==> config.mk <==
export PLATFORM = sky130hd
export DESIGN_NAME = periph_top
export DESIGN_NICKNAME = d
export VERILOG_FILES = /design/src/common/periph_pkg.sv /design/src/bootrom/boot_rom.sv /design/src/clint/clint_regs.sv /design/src/hdl/periph_decode.sv /design/src/hdl/periph_top.sv /design/src/plic/plic_core.sv /design/src/plic/plic_split_adapter.sv
export SDC_FILE = /design/constraint.sdc
export NUM_CORES = 1
export LEC_CHECK = 0
export CAP_MARGIN = 20
export CORE_ASPECT_RATIO = 0.6
export CORE_MARGIN = 1
export CORE_UTILIZATION = 61
export CTS_BUF_LIST = sky130_fd_sc_hd__clkbuf_8
export CTS_CLUSTER_DIAMETER = 60
export DETAILED_ROUTE_END_ITERATION = 7
export DONT_BUFFER_PORTS = 1
export HOLD_SLACK_MARGIN = 0.05
export PLACE_DENSITY = 0.85
export SYNTH_ARGS = -nofsm -noshare
export SYNTH_HDL_FRONTEND = slang
export SYNTH_HIERARCHICAL = 1
export SYNTH_SLANG_ARGS = --single-unit
==> constraint.sdc <==
create_clock -name clk_i -period 10.6 [get_ports clk_i]
set_input_delay 1.59 -clock clk_i [delete_from_list [all_inputs] [get_ports clk_i]]
set_output_delay 1.59 -clock clk_i [all_outputs]
set_load 0.02 [all_outputs]
==> src/common/periph_pkg.sv <==
package periph_pkg;

  //////////////////////////////////////////////////
  // bus and register widths
  //////////////////////////////////////////////////

  localparam int unsigned ADDR_W  = 40;
  localparam int unsigned DATA_W  = 64;
  localparam int unsigned REG_W   = 32;
  localparam int unsigned NUM_SRC = 8;

  // address map of the three targets
  localparam logic [ADDR_W-1:0] ROM_BASE   = 40'hfff1010000;
  localparam logic [ADDR_W-1:0] CLINT_BASE = 40'hfff1020000;
  localparam logic [ADDR_W-1:0] PLIC_BASE  = 40'hfff1100000;
  localparam logic [ADDR_W-1:0] ROM_SIZE   = 40'h0000010000;
  localparam logic [ADDR_W-1:0] CLINT_SIZE = 40'h00000c0000;
  localparam logic [ADDR_W-1:0] PLIC_SIZE  = 40'h0004000000;

  // clint register offsets from CLINT_BASE
  localparam logic [ADDR_W-1:0] CLINT_MSIP_OFF     = 40'h0;
  localparam logic [ADDR_W-1:0] CLINT_MTIMECMP_OFF = 40'h4000;
  localparam logic [ADDR_W-1:0] CLINT_MTIME_OFF    = 40'hbff8;

  // plic register offsets from PLIC_BASE
  localparam logic [REG_W-1:0] PLIC_PENDING_OFF = 32'h0;
  localparam logic [REG_W-1:0] PLIC_ENABLE_OFF  = 32'h4;
  localparam logic [REG_W-1:0] PLIC_CLAIM_OFF   = 32'h8;

  //////////////////////////////////////////////////
  // boot images
  //////////////////////////////////////////////////

  localparam int unsigned ROM_WORDS = 8;

  // bare-metal image
  localparam logic [DATA_W-1:0] ROM_BM_IMAGE [ROM_WORDS] = '{
    64'h0010041b_f1402573, 64'h00000597_01f41413, 64'h00008402_0f058593,
    64'h0000006f_10500073, 64'h5a5a0001_00000000, 64'h5a5a0002_00000000,
    64'h5a5a0003_00000000, 64'h5a5a0004_00000000
  };

  // linux image, jumps to the kernel after the device tree pointer setup
  localparam logic [DATA_W-1:0] ROM_LINUX_IMAGE [ROM_WORDS] = '{
    64'h8000041b_f1402573, 64'h00000597_01f41413, 64'h00008402_04058593,
    64'h0000006f_10500073, 64'hd00dfeed_00000000, 64'hc0de0001_00000000,
    64'hc0de0002_00000000, 64'hc0de0003_00000000
  };

  typedef enum logic [1:0] {
    TGT_NONE,
    TGT_ROM,
    TGT_CLINT,
    TGT_PLIC
  } target_e;

endpackage

==> src/bootrom/boot_rom.sv <==
`timescale 1ns/1ps

module boot_rom import periph_pkg::*; (
  input  logic              clk_i,
  input  logic              rst_ni,
  input  logic              req_i,
  input  logic [ADDR_W-1:0] addr_i,
  input  logic              boot_sel_i,
  output logic              rvalid_o,
  output logic [DATA_W-1:0] rdata_o
);

  logic [2:0]        word_idx;
  logic              valid_q;
  logic [DATA_W-1:0] rdata_q;

  // 64-bit words, byte offset dropped
  assign word_idx = addr_i[5:3];

  always_ff @(posedge clk_i or negedge rst_ni) begin
    if (!rst_ni) begin
      valid_q <= 1'b0;
    end else begin
      valid_q <= req_i;
    end
  end

  // boot_sel_i high picks the bare-metal image
  always_ff @(posedge clk_i) begin
    if (req_i) begin
      rdata_q <= boot_sel_i ? ROM_BM_IMAGE[word_idx] : ROM_LINUX_IMAGE[word_idx];
    end
  end

  assign rvalid_o = valid_q;
  assign rdata_o  = rdata_q;

endmodule

==> src/clint/clint_regs.sv <==
`timescale 1ns/1ps

module clint_regs import periph_pkg::*; (
  input  logic              clk_i,
  input  logic              rst_ni,
  input  logic              req_i,
  input  logic              we_i,
  input  logic [ADDR_W-1:0] addr_i,
  input  logic [DATA_W-1:0] wdata_i,
  input  logic              rtc_i,
  output logic              rvalid_o,
  output logic [DATA_W-1:0] rdata_o,
  output logic              timer_irq_o,
  output logic              ipi_o
);

  logic [ADDR_W-1:0] off;
  logic              wr;
  logic [2:0]        rtc_q;
  logic              rtc_rise;
  logic              msip_q;
  logic [DATA_W-1:0] mtimecmp_q;
  logic [DATA_W-1:0] mtime_q;
  logic              valid_q;
  logic [DATA_W-1:0] rdata_q;

  assign off = addr_i - CLINT_BASE;
  assign wr  = req_i & we_i;

  // two sync stages, third stage for the edge
  assign rtc_rise = rtc_q[1] & ~rtc_q[2];

  //////////////////////////////////////////////////
  // registers
  //////////////////////////////////////////////////

  always_ff @(posedge clk_i or negedge rst_ni) begin
    if (!rst_ni) begin
      rtc_q      <= '0;
      msip_q     <= 1'b0;
      mtimecmp_q <= '1;
      mtime_q    <= '0;
      valid_q    <= 1'b0;
    end else begin
      rtc_q   <= {rtc_q[1:0], rtc_i};
      valid_q <= req_i;
      if (wr && off == CLINT_MSIP_OFF) begin
        msip_q <= wdata_i[0];
      end
      if (wr && off == CLINT_MTIMECMP_OFF) begin
        mtimecmp_q <= wdata_i;
      end
      // software write wins over a tick
      if (wr && off == CLINT_MTIME_OFF) begin
        mtime_q <= wdata_i;
      end else if (rtc_rise) begin
        mtime_q <= mtime_q + DATA_W'(1);
      end
    end
  end

  // read data
  always_ff @(posedge clk_i) begin
    if (req_i) begin
      unique case (off)
        CLINT_MSIP_OFF:     rdata_q <= DATA_W'(msip_q);
        CLINT_MTIMECMP_OFF: rdata_q <= mtimecmp_q;
        CLINT_MTIME_OFF:    rdata_q <= mtime_q;
        default:            rdata_q <= '0;
      endcase
    end
  end

  assign rvalid_o = valid_q;
  assign rdata_o  = rdata_q;

  assign timer_irq_o = (mtime_q >= mtimecmp_q);
  assign ipi_o       = msip_q;

endmodule

==> src/hdl/periph_decode.sv <==
`timescale 1ns/1ps

module periph_decode import periph_pkg::*; (
  input  logic              clk_i,
  input  logic              rst_ni,
  input  logic              req_i,
  input  logic [ADDR_W-1:0] addr_i,
  input  logic              plic_busy_i,
  input  logic              rom_valid_i,
  input  logic [DATA_W-1:0] rom_rdata_i,
  input  logic              clint_valid_i,
  input  logic [DATA_W-1:0] clint_rdata_i,
  input  logic              plic_valid_i,
  input  logic [DATA_W-1:0] plic_rdata_i,
  output logic              gnt_o,
  output logic              rom_req_o,
  output logic              clint_req_o,
  output logic              plic_req_o,
  output logic              rvalid_o,
  output logic [DATA_W-1:0] rdata_o
);

  target_e tgt;
  logic    accept;
  logic    none_q;

  // region match
  always_comb begin
    tgt = TGT_NONE;
    if (addr_i >= ROM_BASE && addr_i < ROM_BASE + ROM_SIZE) begin
      tgt = TGT_ROM;
    end else if (addr_i >= CLINT_BASE && addr_i < CLINT_BASE + CLINT_SIZE) begin
      tgt = TGT_CLINT;
    end else if (addr_i >= PLIC_BASE && addr_i < PLIC_BASE + PLIC_SIZE) begin
      tgt = TGT_PLIC;
    end
  end

  // only the plic adapter can stall the bus
  assign gnt_o  = ~plic_busy_i;
  assign accept = req_i & gnt_o;

  assign rom_req_o   = accept && (tgt == TGT_ROM);
  assign clint_req_o = accept && (tgt == TGT_CLINT);
  assign plic_req_o  = accept && (tgt == TGT_PLIC);

  // unmapped access still owes one response
  always_ff @(posedge clk_i or negedge rst_ni) begin
    if (!rst_ni) begin
      none_q <= 1'b0;
    end else begin
      none_q <= accept && (tgt == TGT_NONE);
    end
  end

  assign rvalid_o = rom_valid_i | clint_valid_i | plic_valid_i | none_q;

  // unmapped reads fall through to zero
  always_comb begin
    rdata_o = '0;
    if (rom_valid_i) begin
      rdata_o = rom_rdata_i;
    end else if (clint_valid_i) begin
      rdata_o = clint_rdata_i;
    end else if (plic_valid_i) begin
      rdata_o = plic_rdata_i;
    end
  end

endmodule

==> src/hdl/periph_top.sv <==
`timescale 1ns/1ps

module periph_top import periph_pkg::*; (
  input  logic               clk_i,
  input  logic               rst_ni,
  input  logic               req_i,
  input  logic               we_i,
  input  logic               wide_i,
  input  logic [ADDR_W-1:0]  addr_i,
  input  logic [DATA_W-1:0]  wdata_i,
  input  logic               boot_sel_i,
  output logic               gnt_o,
  output logic               rvalid_o,
  output logic [DATA_W-1:0]  rdata_o,
  input  logic               rtc_i,
  input  logic [NUM_SRC-1:0] irq_src_i,
  output logic               timer_irq_o,
  output logic               ipi_o,
  output logic               irq_o
);

  logic              rom_req, clint_req, plic_req;
  logic              rom_valid, clint_valid, plic_valid;
  logic [DATA_W-1:0] rom_rdata, clint_rdata, plic_rdata;
  logic              plic_busy;

  // adapter to plic core
  logic             reg_req, reg_we;
  logic [REG_W-1:0] reg_addr, reg_wdata, reg_rdata;

  periph_decode u_periph_decode (
    .clk_i, .rst_ni, .req_i, .addr_i,
    .plic_busy_i   (plic_busy),
    .rom_valid_i   (rom_valid),   .rom_rdata_i   (rom_rdata),
    .clint_valid_i (clint_valid), .clint_rdata_i (clint_rdata),
    .plic_valid_i  (plic_valid),  .plic_rdata_i  (plic_rdata),
    .gnt_o, .rom_req_o (rom_req), .clint_req_o (clint_req), .plic_req_o (plic_req),
    .rvalid_o, .rdata_o
  );

  boot_rom u_boot_rom (
    .clk_i, .rst_ni, .req_i (rom_req), .addr_i, .boot_sel_i,
    .rvalid_o (rom_valid), .rdata_o (rom_rdata)
  );

  clint_regs u_clint_regs (
    .clk_i, .rst_ni, .req_i (clint_req), .we_i, .addr_i, .wdata_i, .rtc_i,
    .rvalid_o (clint_valid), .rdata_o (clint_rdata), .timer_irq_o, .ipi_o
  );

  plic_split_adapter u_plic_split_adapter (
    .clk_i, .rst_ni, .req_i (plic_req), .we_i, .wide_i, .addr_i, .wdata_i,
    .reg_rdata_i (reg_rdata), .busy_o (plic_busy),
    .rvalid_o (plic_valid), .rdata_o (plic_rdata),
    .reg_req_o (reg_req), .reg_we_o (reg_we), .reg_addr_o (reg_addr),
    .reg_wdata_o (reg_wdata)
  );

  plic_core u_plic_core (
    .clk_i, .rst_ni, .reg_req_i (reg_req), .reg_we_i (reg_we),
    .reg_addr_i (reg_addr), .reg_wdata_i (reg_wdata), .reg_rdata_o (reg_rdata),
    .irq_src_i, .irq_o
  );

endmodule

==> src/plic/plic_core.sv <==
`timescale 1ns/1ps

module plic_core import periph_pkg::*; (
  input  logic               clk_i,
  input  logic               rst_ni,
  input  logic               reg_req_i,
  input  logic               reg_we_i,
  input  logic [REG_W-1:0]   reg_addr_i,
  input  logic [REG_W-1:0]   reg_wdata_i,
  output logic [REG_W-1:0]   reg_rdata_o,
  input  logic [NUM_SRC-1:0] irq_src_i,
  output logic               irq_o
);

  logic [NUM_SRC-1:0] src_q, src_qq;
  logic [NUM_SRC-1:0] pending_q, enable_q;
  logic [NUM_SRC-1:0] active;
  logic [NUM_SRC-1:0] claim_mask;
  logic [REG_W-1:0]   claim_id;
  logic               claim_rd;

  assign active = pending_q & enable_q;

  // lowest index wins, loop runs downwards so the last hit is kept
  always_comb begin
    claim_id   = '0;
    claim_mask = '0;
    for (int i = NUM_SRC - 1; i >= 0; i--) begin
      if (active[i]) begin
        claim_id   = REG_W'(i + 1);
        claim_mask = NUM_SRC'(1) << i;
      end
    end
  end

  assign claim_rd = reg_req_i && !reg_we_i && (reg_addr_i == PLIC_CLAIM_OFF);

  always_ff @(posedge clk_i or negedge rst_ni) begin
    if (!rst_ni) begin
      src_q     <= '0;
      src_qq    <= '0;
      pending_q <= '0;
      enable_q  <= '0;
    end else begin
      src_q  <= irq_src_i;
      src_qq <= src_q;
      // a new edge re-arms a source claimed in the same cycle
      pending_q <= (pending_q & ~(claim_rd ? claim_mask : '0)) | (src_q & ~src_qq);
      if (reg_req_i && reg_we_i && reg_addr_i == PLIC_ENABLE_OFF) begin
        enable_q <= reg_wdata_i[NUM_SRC-1:0];
      end
    end
  end

  always_comb begin
    unique case (reg_addr_i)
      PLIC_PENDING_OFF: reg_rdata_o = REG_W'(pending_q);
      PLIC_ENABLE_OFF:  reg_rdata_o = REG_W'(enable_q);
      PLIC_CLAIM_OFF:   reg_rdata_o = claim_id;
      default:          reg_rdata_o = '0;
    endcase
  end

  assign irq_o = |active;

endmodule

==> src/plic/plic_split_adapter.sv <==
`timescale 1ns/1ps

module plic_split_adapter import periph_pkg::*; (
  input  logic              clk_i,
  input  logic              rst_ni,
  input  logic              req_i,
  input  logic              we_i,
  input  logic              wide_i,
  input  logic [ADDR_W-1:0] addr_i,
  input  logic [DATA_W-1:0] wdata_i,
  input  logic [REG_W-1:0]  reg_rdata_i,
  output logic              busy_o,
  output logic              rvalid_o,
  output logic [DATA_W-1:0] rdata_o,
  output logic              reg_req_o,
  output logic              reg_we_o,
  output logic [REG_W-1:0]  reg_addr_o,
  output logic [REG_W-1:0]  reg_wdata_o
);

  typedef enum logic [1:0] {Idle, Second, Resp} state_e;

  state_e           state_d, state_q;
  logic [REG_W-1:0] off_in;
  logic             accept;
  logic [REG_W-1:0] off_q, whi_q;
  logic             we_q;
  logic [REG_W-1:0] lo_d, lo_q, hi_d, hi_q;

  // base-relative offset, truncated to the register width
  assign off_in = addr_i[REG_W-1:0] - PLIC_BASE[REG_W-1:0];

  // a new access can start in the response cycle
  assign accept = req_i && (state_q != Second);

  always_comb begin
    state_d     = state_q;
    reg_req_o   = 1'b0;
    reg_we_o    = we_i;
    reg_addr_o  = off_in;
    reg_wdata_o = wdata_i[REG_W-1:0];
    lo_d        = lo_q;
    hi_d        = hi_q;
    case (state_q)
      // high word at offset plus 4
      Second: begin
        reg_req_o   = 1'b1;
        reg_we_o    = we_q;
        reg_addr_o  = off_q + REG_W'(REG_W / 8);
        reg_wdata_o = whi_q;
        hi_d        = reg_rdata_i;
        state_d     = Resp;
      end
      default: begin
        state_d = Idle;
        if (req_i) begin
          reg_req_o = 1'b1;
          lo_d      = reg_rdata_i;
          hi_d      = '0;
          state_d   = wide_i ? Second : Resp;
        end
      end
    endcase
  end

  always_ff @(posedge clk_i or negedge rst_ni) begin
    if (!rst_ni) begin
      state_q <= Idle;
    end else begin
      state_q <= state_d;
    end
  end

  // second half of a wide access and the read words
  always_ff @(posedge clk_i) begin
    if (accept) begin
      off_q <= off_in;
      whi_q <= wdata_i[DATA_W-1:REG_W];
      we_q  <= we_i;
    end
    lo_q <= lo_d;
    hi_q <= hi_d;
  end

  assign busy_o   = (state_q == Second);
  assign rvalid_o = (state_q == Resp);
  assign rdata_o  = {hi_q, lo_q};

endmodule

# [After elaboration in Yosys (flattened, before gate mapping)]
# Memories as Yosys holds them, arrays and structs flattened.
# Index checks and enable logic that the tools add are counted.
[totals] regBits=402 mem_bits_ro=1024 input_bits=119 output_inout_bits=69 wordCells=123 mem_count=2
[op_classes] n_addsub=4 order_cmp=8 n_eq_ne=10 muxes=42 bitwise_logic=15 reduce_logical=23
[mem_list] name="(name not given)" depth=8 width=64 read_ports=1 rd_clocked_by_memory_dff=0 write_ports=0 line_no="boot_rom.sv:31" rtl="rdata_q <= boot_sel_i ? ROM_BM_IMAGE[word_idx] : ROM_LINUX_IMAGE[word_idx];"
[mem_list] name="(name not given)" depth=8 width=64 read_ports=1 rd_clocked_by_memory_dff=0 write_ports=0 line_no="boot_rom.sv:31"
[ops] operator="64-bit 2-to-1 mux" n=10
[ops] operator="64-bit one-hot mux with 3 select lines" n=1
[ops] operator="40-bit greater-or-equal comparator (second input constant)" n=3
[ops] operator="40-bit less-than comparator (second input constant)" n=3
[ops] operator="32-bit 2-to-1 mux" n=3
[ops] operator="8-bit 2-to-1 mux" n=10
[ops] operator="64-bit by 1-bit adder with 64-bit output (second input constant)" n=1
[ops] operator="64-bit greater-or-equal comparator" n=1
[ops] operator="40-bit by 15-bit equality test with 1-bit output (second input constant)" n=1
[ops] operator="40-bit by 16-bit equality test with 1-bit output (second input constant)" n=1
[ops] operator="40-bit zero test" n=1
[ops] operator="40-bit subtractor (second input constant)" n=1
[ops] operator="32-bit by 3-bit adder with 32-bit output (second input constant)" n=1
[ops] operator="32-bit by 3-bit equality test with 1-bit output (second input constant)" n=1
[ops] operator="32-bit by 4-bit equality test with 1-bit output (second input constant)" n=1
[ops] operator="32-bit zero test" n=1
[ops] operator="4-bit 2-to-1 mux" n=8
[ops] operator="32-bit subtractor (second input constant)" n=1
[ops] operator="8-bit bitwise AND" n=3
[ops] operator="8-bit one-hot mux with 3 select lines" n=1
[ops] operator="8-bit NOT" n=2
[ops] operator="1-bit logical AND" n=15
[ops] operator="2-bit 2-to-1 mux" n=6
[ops] operator="8-bit OR" n=1
[ops] operator="other kinds (14)" n=25

# [Longest topological paths before layout]
[depth] depth_word=15 depth_mapped=14 mapped_depth_nobuf=12

# [Hierarchy]
# The synthesis kept the hierarchy.
[modules_own_cells] mod="clint_regs" n_inst=1 cells_per_inst=1074 area_each_um2=11126.9 seq_area_each_um2=5330.1
[modules_own_cells] mod="plic_split_adapter" n_inst=1 cells_per_inst=456 area_each_um2=5693.0 seq_area_each_um2=3923.8
[modules_own_cells] mod="plic_core" n_inst=1 cells_per_inst=161 area_each_um2=1652.8 seq_area_each_um2=800.8
[modules_own_cells] mod="boot_rom" n_inst=1 cells_per_inst=114 area_each_um2=1488.9 seq_area_each_um2=925.9
[modules_own_cells] mod="periph_decode" n_inst=1 cells_per_inst=251 area_each_um2=1372.6 seq_area_each_um2=25.0

# [Worst setup path after synthesis]
# OpenSTA, ideal clock, no wires.
[synth_path] kind="input-to-reg" startpoint="input addr_i[19]" endpoint="register u_plic_split_adapter.lo_q[0], enable pin" arrival_ns=6.566 setup_slack_ns=3.480 cell_stages=6 path_buffers=0 cell_sequence="nor3_1 > a21oi_1 > a311oi_1 > nor2b_1 > inv_1 > nor2_1"
[synth_between] elab_chain_len=8 elab_cells_between_ends=15 cone_classes="order compare: 6; eq/ne: 1; mux: 3; reduce/logical: 5"
[synth_rtl] element="start: declaration" line_no="periph_top.sv:9" rtl="input logic [ADDR_W-1:0] addr_i,"
[synth_rtl] element="40-bit greater-or-equal comparator or 40-bit less-than comparator (tied branches)" line_no="periph_decode.sv:34" rtl="end else if (addr_i >= PLIC_BASE && addr_i < PLIC_BASE + PLIC_SIZE) begin"
[synth_rtl] element="1-bit logical AND" line_no="periph_decode.sv:34"
[synth_rtl] element="2-bit 2-to-1 mux" line_no="periph_decode.sv:34"
[synth_rtl] element="2-bit 2-to-1 mux" line_no="periph_decode.sv:32" rtl="end else if (addr_i >= CLINT_BASE && addr_i < CLINT_BASE + CLINT_SIZE) begin"
[synth_rtl] element="2-bit 2-to-1 mux *" line_no="periph_decode.sv:30" rtl="if (addr_i >= ROM_BASE && addr_i < ROM_BASE + ROM_SIZE) begin"
[synth_rtl] element="2-bit equality test *" line_no="periph_decode.sv:45" rtl="assign plic_req_o = accept && (tgt == TGT_PLIC);"
[synth_rtl] element="1-bit logical AND *" line_no="periph_decode.sv:45"
[synth_rtl] element="net plic_req" line_no="periph_top.sv:22" rtl="logic rom_req, clint_req, plic_req;"
[synth_rtl] element="2-bit AND reduction (no line) *"
[synth_rtl] element="end signal: assignment" line_no="plic_split_adapter.sv:81" rtl="lo_q <= lo_d;"
[synth_rtl] element="end: declaration" line_no="plic_split_adapter.sv:28" rtl="logic [REG_W-1:0] lo_d, lo_q, hi_d, hi_q;"
# Mark *: on every way through the listed nets, which the timed path passes. The rest lies on a longest branch.
# A chain may end at the register's enable or synchronous reset.

# [Worst setup path after layout]
[layout_path] startpoint="register u_clint_regs.mtimecmp_q[45]" endpoint="output timer_irq_o"
[layout_between] elab_chain_len=1
[layout_rtl] element="start: declaration" line_no="clint_regs.sv:22" rtl="logic [DATA_W-1:0] mtimecmp_q;"
[layout_rtl] element="start signal: assignment" line_no="clint_regs.sv:51" rtl="mtimecmp_q <= wdata_i;"
[layout_rtl] element="64-bit greater-or-equal comparator" line_no="clint_regs.sv:77" rtl="assign timer_irq_o = (mtime_q >= mtimecmp_q);"
[layout_rtl] element="end: declaration" line_no="periph_top.sv:17" rtl="output logic timer_irq_o,"
# Every way passes these cells.

==> run_results.csv <==
group,metric,value,unit
floorplan,core_region_area,0.03261,mm²
global_routing,grt_pass1_vias,14170,
sta,fin_setup_tns,0,ns
layout,final_cell_count_no_fill,2402,
place,port_buffers,0,
clocking,clock_latency,0.62,ns
synthesis,ys_warn_count,6,
floorplan,die_w,237.7,µm
floorplan,row_count,51,
route,drc,0,
clocking,cts_buffers,54,
clocking,cts-root-buf,"clkbuf_8",
layout,final_cell_mix,"199 x edfxtp_1, 196 x nor2_1, 183 x nand2_1, 128 x a22oi_1, 126 x inv_1",
route,via_count,15450,
floorplan,die_area,0.03409,mm²
setup_path,timing.rr.start,"u_plic_split_adapter/state_q[1]",
synthesis,avgSynthCellArea,10.39,µm²
worst_hold_path,hold_end,"u_plic_core/src_qq[6]",
pwr,pwr-share-clk,40.4,%
route,wl,56810,µm
sta,drv_slew,0,
pwr,peakVddDrop,0.1171,mV
sta,rsz0062_at_grt,"false",
setup_path,worstPathRequired,9.01,ns
route,drtPass1Iterations,6,
setup_path,reg2regPathDepth,11,
floorplan,initial_core_util,62.35,%
clocking,cts_tree,"yes",
pwr,switchingPower,709.9,µW
sta,worst_pin_slew,1.062,ns
pwr,p_per_area,138.4,mW/mm²
worst_hold_path,hold_path.startpoint,"u_plic_core/src_q[6]",
global_routing,overflow,0,
pwr,power.leakage,7.706,nW
layout,area_growth,5.409,%
clocking,clockBufferDepth,3,
layout,drive_above_1_share,12.86,%
setup_path,rrSetupSlack,6.05,ns
pwr,seq_power_share,53.6,%
worst_hold_path,hold_path_depth,0,
setup_path,rr_endpoint,"u_clint_regs/mtime_q[22]",
place,place_congestion,0.9499,
layout,num_antenna_cells,0,
sta,setup-violations-final,0,
place,place_inst,2300,
setup_path,crit_fanout,3,
place,dp_hpwl,39770,µm
clocking,h-tree-depth,2,
layout,final_nets,2099,
global_routing,antenna_found_initial,1,
clocking,clock-sinks,368,
sta,timing.fmax,190.1,MHz
route,postRouteAntennaNets,0,
global_routing,grt_usage,33.00,%
clocking,cts_setup_buffers,0,
pwr,netSwitchingFraction,23.94,%
clocking,postCtsHoldBufs,0,
layout,fillers,2423,
setup_path,cp-end-kind,"output pin",
synthesis,netlist_area,0.02033,mm²
flow_run,maxCapViolations,0,
global_routing,grt_pass1_wl,84860,µm
pwr,intPower,2.256,mW
setup_path,worstSetupStartpointType,"flip-flop",
worst_hold_path,hp-class,"reg2reg",
global_routing,grt_max_degree,170,
clocking,cts.clk_slew.worst_paths,0.07,ns
floorplan,io_pins,188,
sta,clock_skew,0.02611,ns
sta,min_period,5.259,ns
route,wl_per_cell,23.65,µm
sta,period_share,49.62,%
setup_path,worstPathArrival,3.67,ns
sta,hold_violations,0,
route,drt_iter0_drc,2357,
pwr,p_comb_share,6.1,%
synthesis,synthCells,1957,
route,vias_per_cell,6.430,
floorplan,die_h,143.4,µm
layout,final_common_cell,"edfxtp_1",
clocking,post_cts_resized,0,
setup_path,worstSetupPathType,"reg2out",
sta,slew_headroom,28.48,%
status,status,"completed",
layout,final_cell_area,0.02143,mm²
place,placed_cell_area,0.02027,mm²
## through the flow
step	utilization [%]	setup slack, ns	power, mW	hold WS, ns
after CTS	65.64	5.320	2.962	0.3814
after global placement	62.17	5.354	1.769	0.3667
final	65.73	5.341	2.966	0.3802
after global routing	65.73	5.257	3.057	0.3971
after floorplan	-	3.786	1.741	0.3312
after detailed placement	62.17	5.245	1.781	0.3651
## worst max path at each step
stage	start	depth (start not counted)	slack (ns)	endpoint
6_report	u_clint_regs/mtimecmp_q[45]	8	5.34	timer_irq_o
2_1_floorplan	addr_i[22]	8	3.79	u_clint_regs/mtimecmp_q[43]
3_3_place_gp	addr_i[17]	10	5.35	u_clint_regs/mtime_q[28]
3_5_place_dp	addr_i[22]	10	5.25	u_clint_regs/mtime_q[8]
4_1_cts	u_clint_regs/mtimecmp_q[45]	8	5.32	timer_irq_o
5_1_grt	u_clint_regs/mtimecmp_q[45]	8	5.26	timer_irq_o
## worst max-delay path, cell delays in order, from the launching register on
cell	delay, ns
dfstp_2	0.55
inv_1	0.05
ha_1	0.31
a21o_1	0.18
a21o_1	0.18
a211oi_1	0.38
or4b_2	0.62
a2111oi_0	0.54
nor2_1	0.24
## registers in the layout, summed over array words and instances, names as in the netlist, 30 cells and up
signal	cells
u_clint_regs/mtimecmp_q	64
u_clint_regs/rdata_o	64
u_boot_rom/rdata_o	30
u_plic_split_adapter/hi_q	32
u_clint_regs/mtime_q	64
u_plic_split_adapter/off_q	32
u_plic_split_adapter/lo_q	32
## power groups by stage
stage / sequential, mW / clock, mW / combinational (mW)
floorplan: 1.60 / 0 / 0.145
global placement: 1.61 / 0 / 0.160
detailed placement: 1.61 / 0 / 0.168
CTS: 1.59 / 1.20 / 0.173
global route: 1.59 / 1.27 / 0.197
finish: 1.59 / 1.20 / 0.180
## area by class of cell
cell class | count | area (µm²) | share of cell area [%]
sequential | 368 | 10290 | 48.01
multi-input combinational | 1366 | 8935 | 41.69
clock buffer | 66 | 908.4 | 4.238
tap | 450 | 563.0 | 2.627
inverter | 103 | 386.6 | 1.804
clock inverter | 35 | 224.0 | 1.045
timing repair buffer | 14 | 125.1 | 0.5838
## routing by layer
metal	wire length (µm)	GRT usage, %	share of wire [%]	vias up
li1	-	-	-	6862
met1	23330	47.88	41	7390
met2	23520	46.52	41	1085
met3	8539	11.95	15	109
met4	1428	8.795	2.5	0
met5	0	0	0	-
Power figures use the tool's default switching activity.
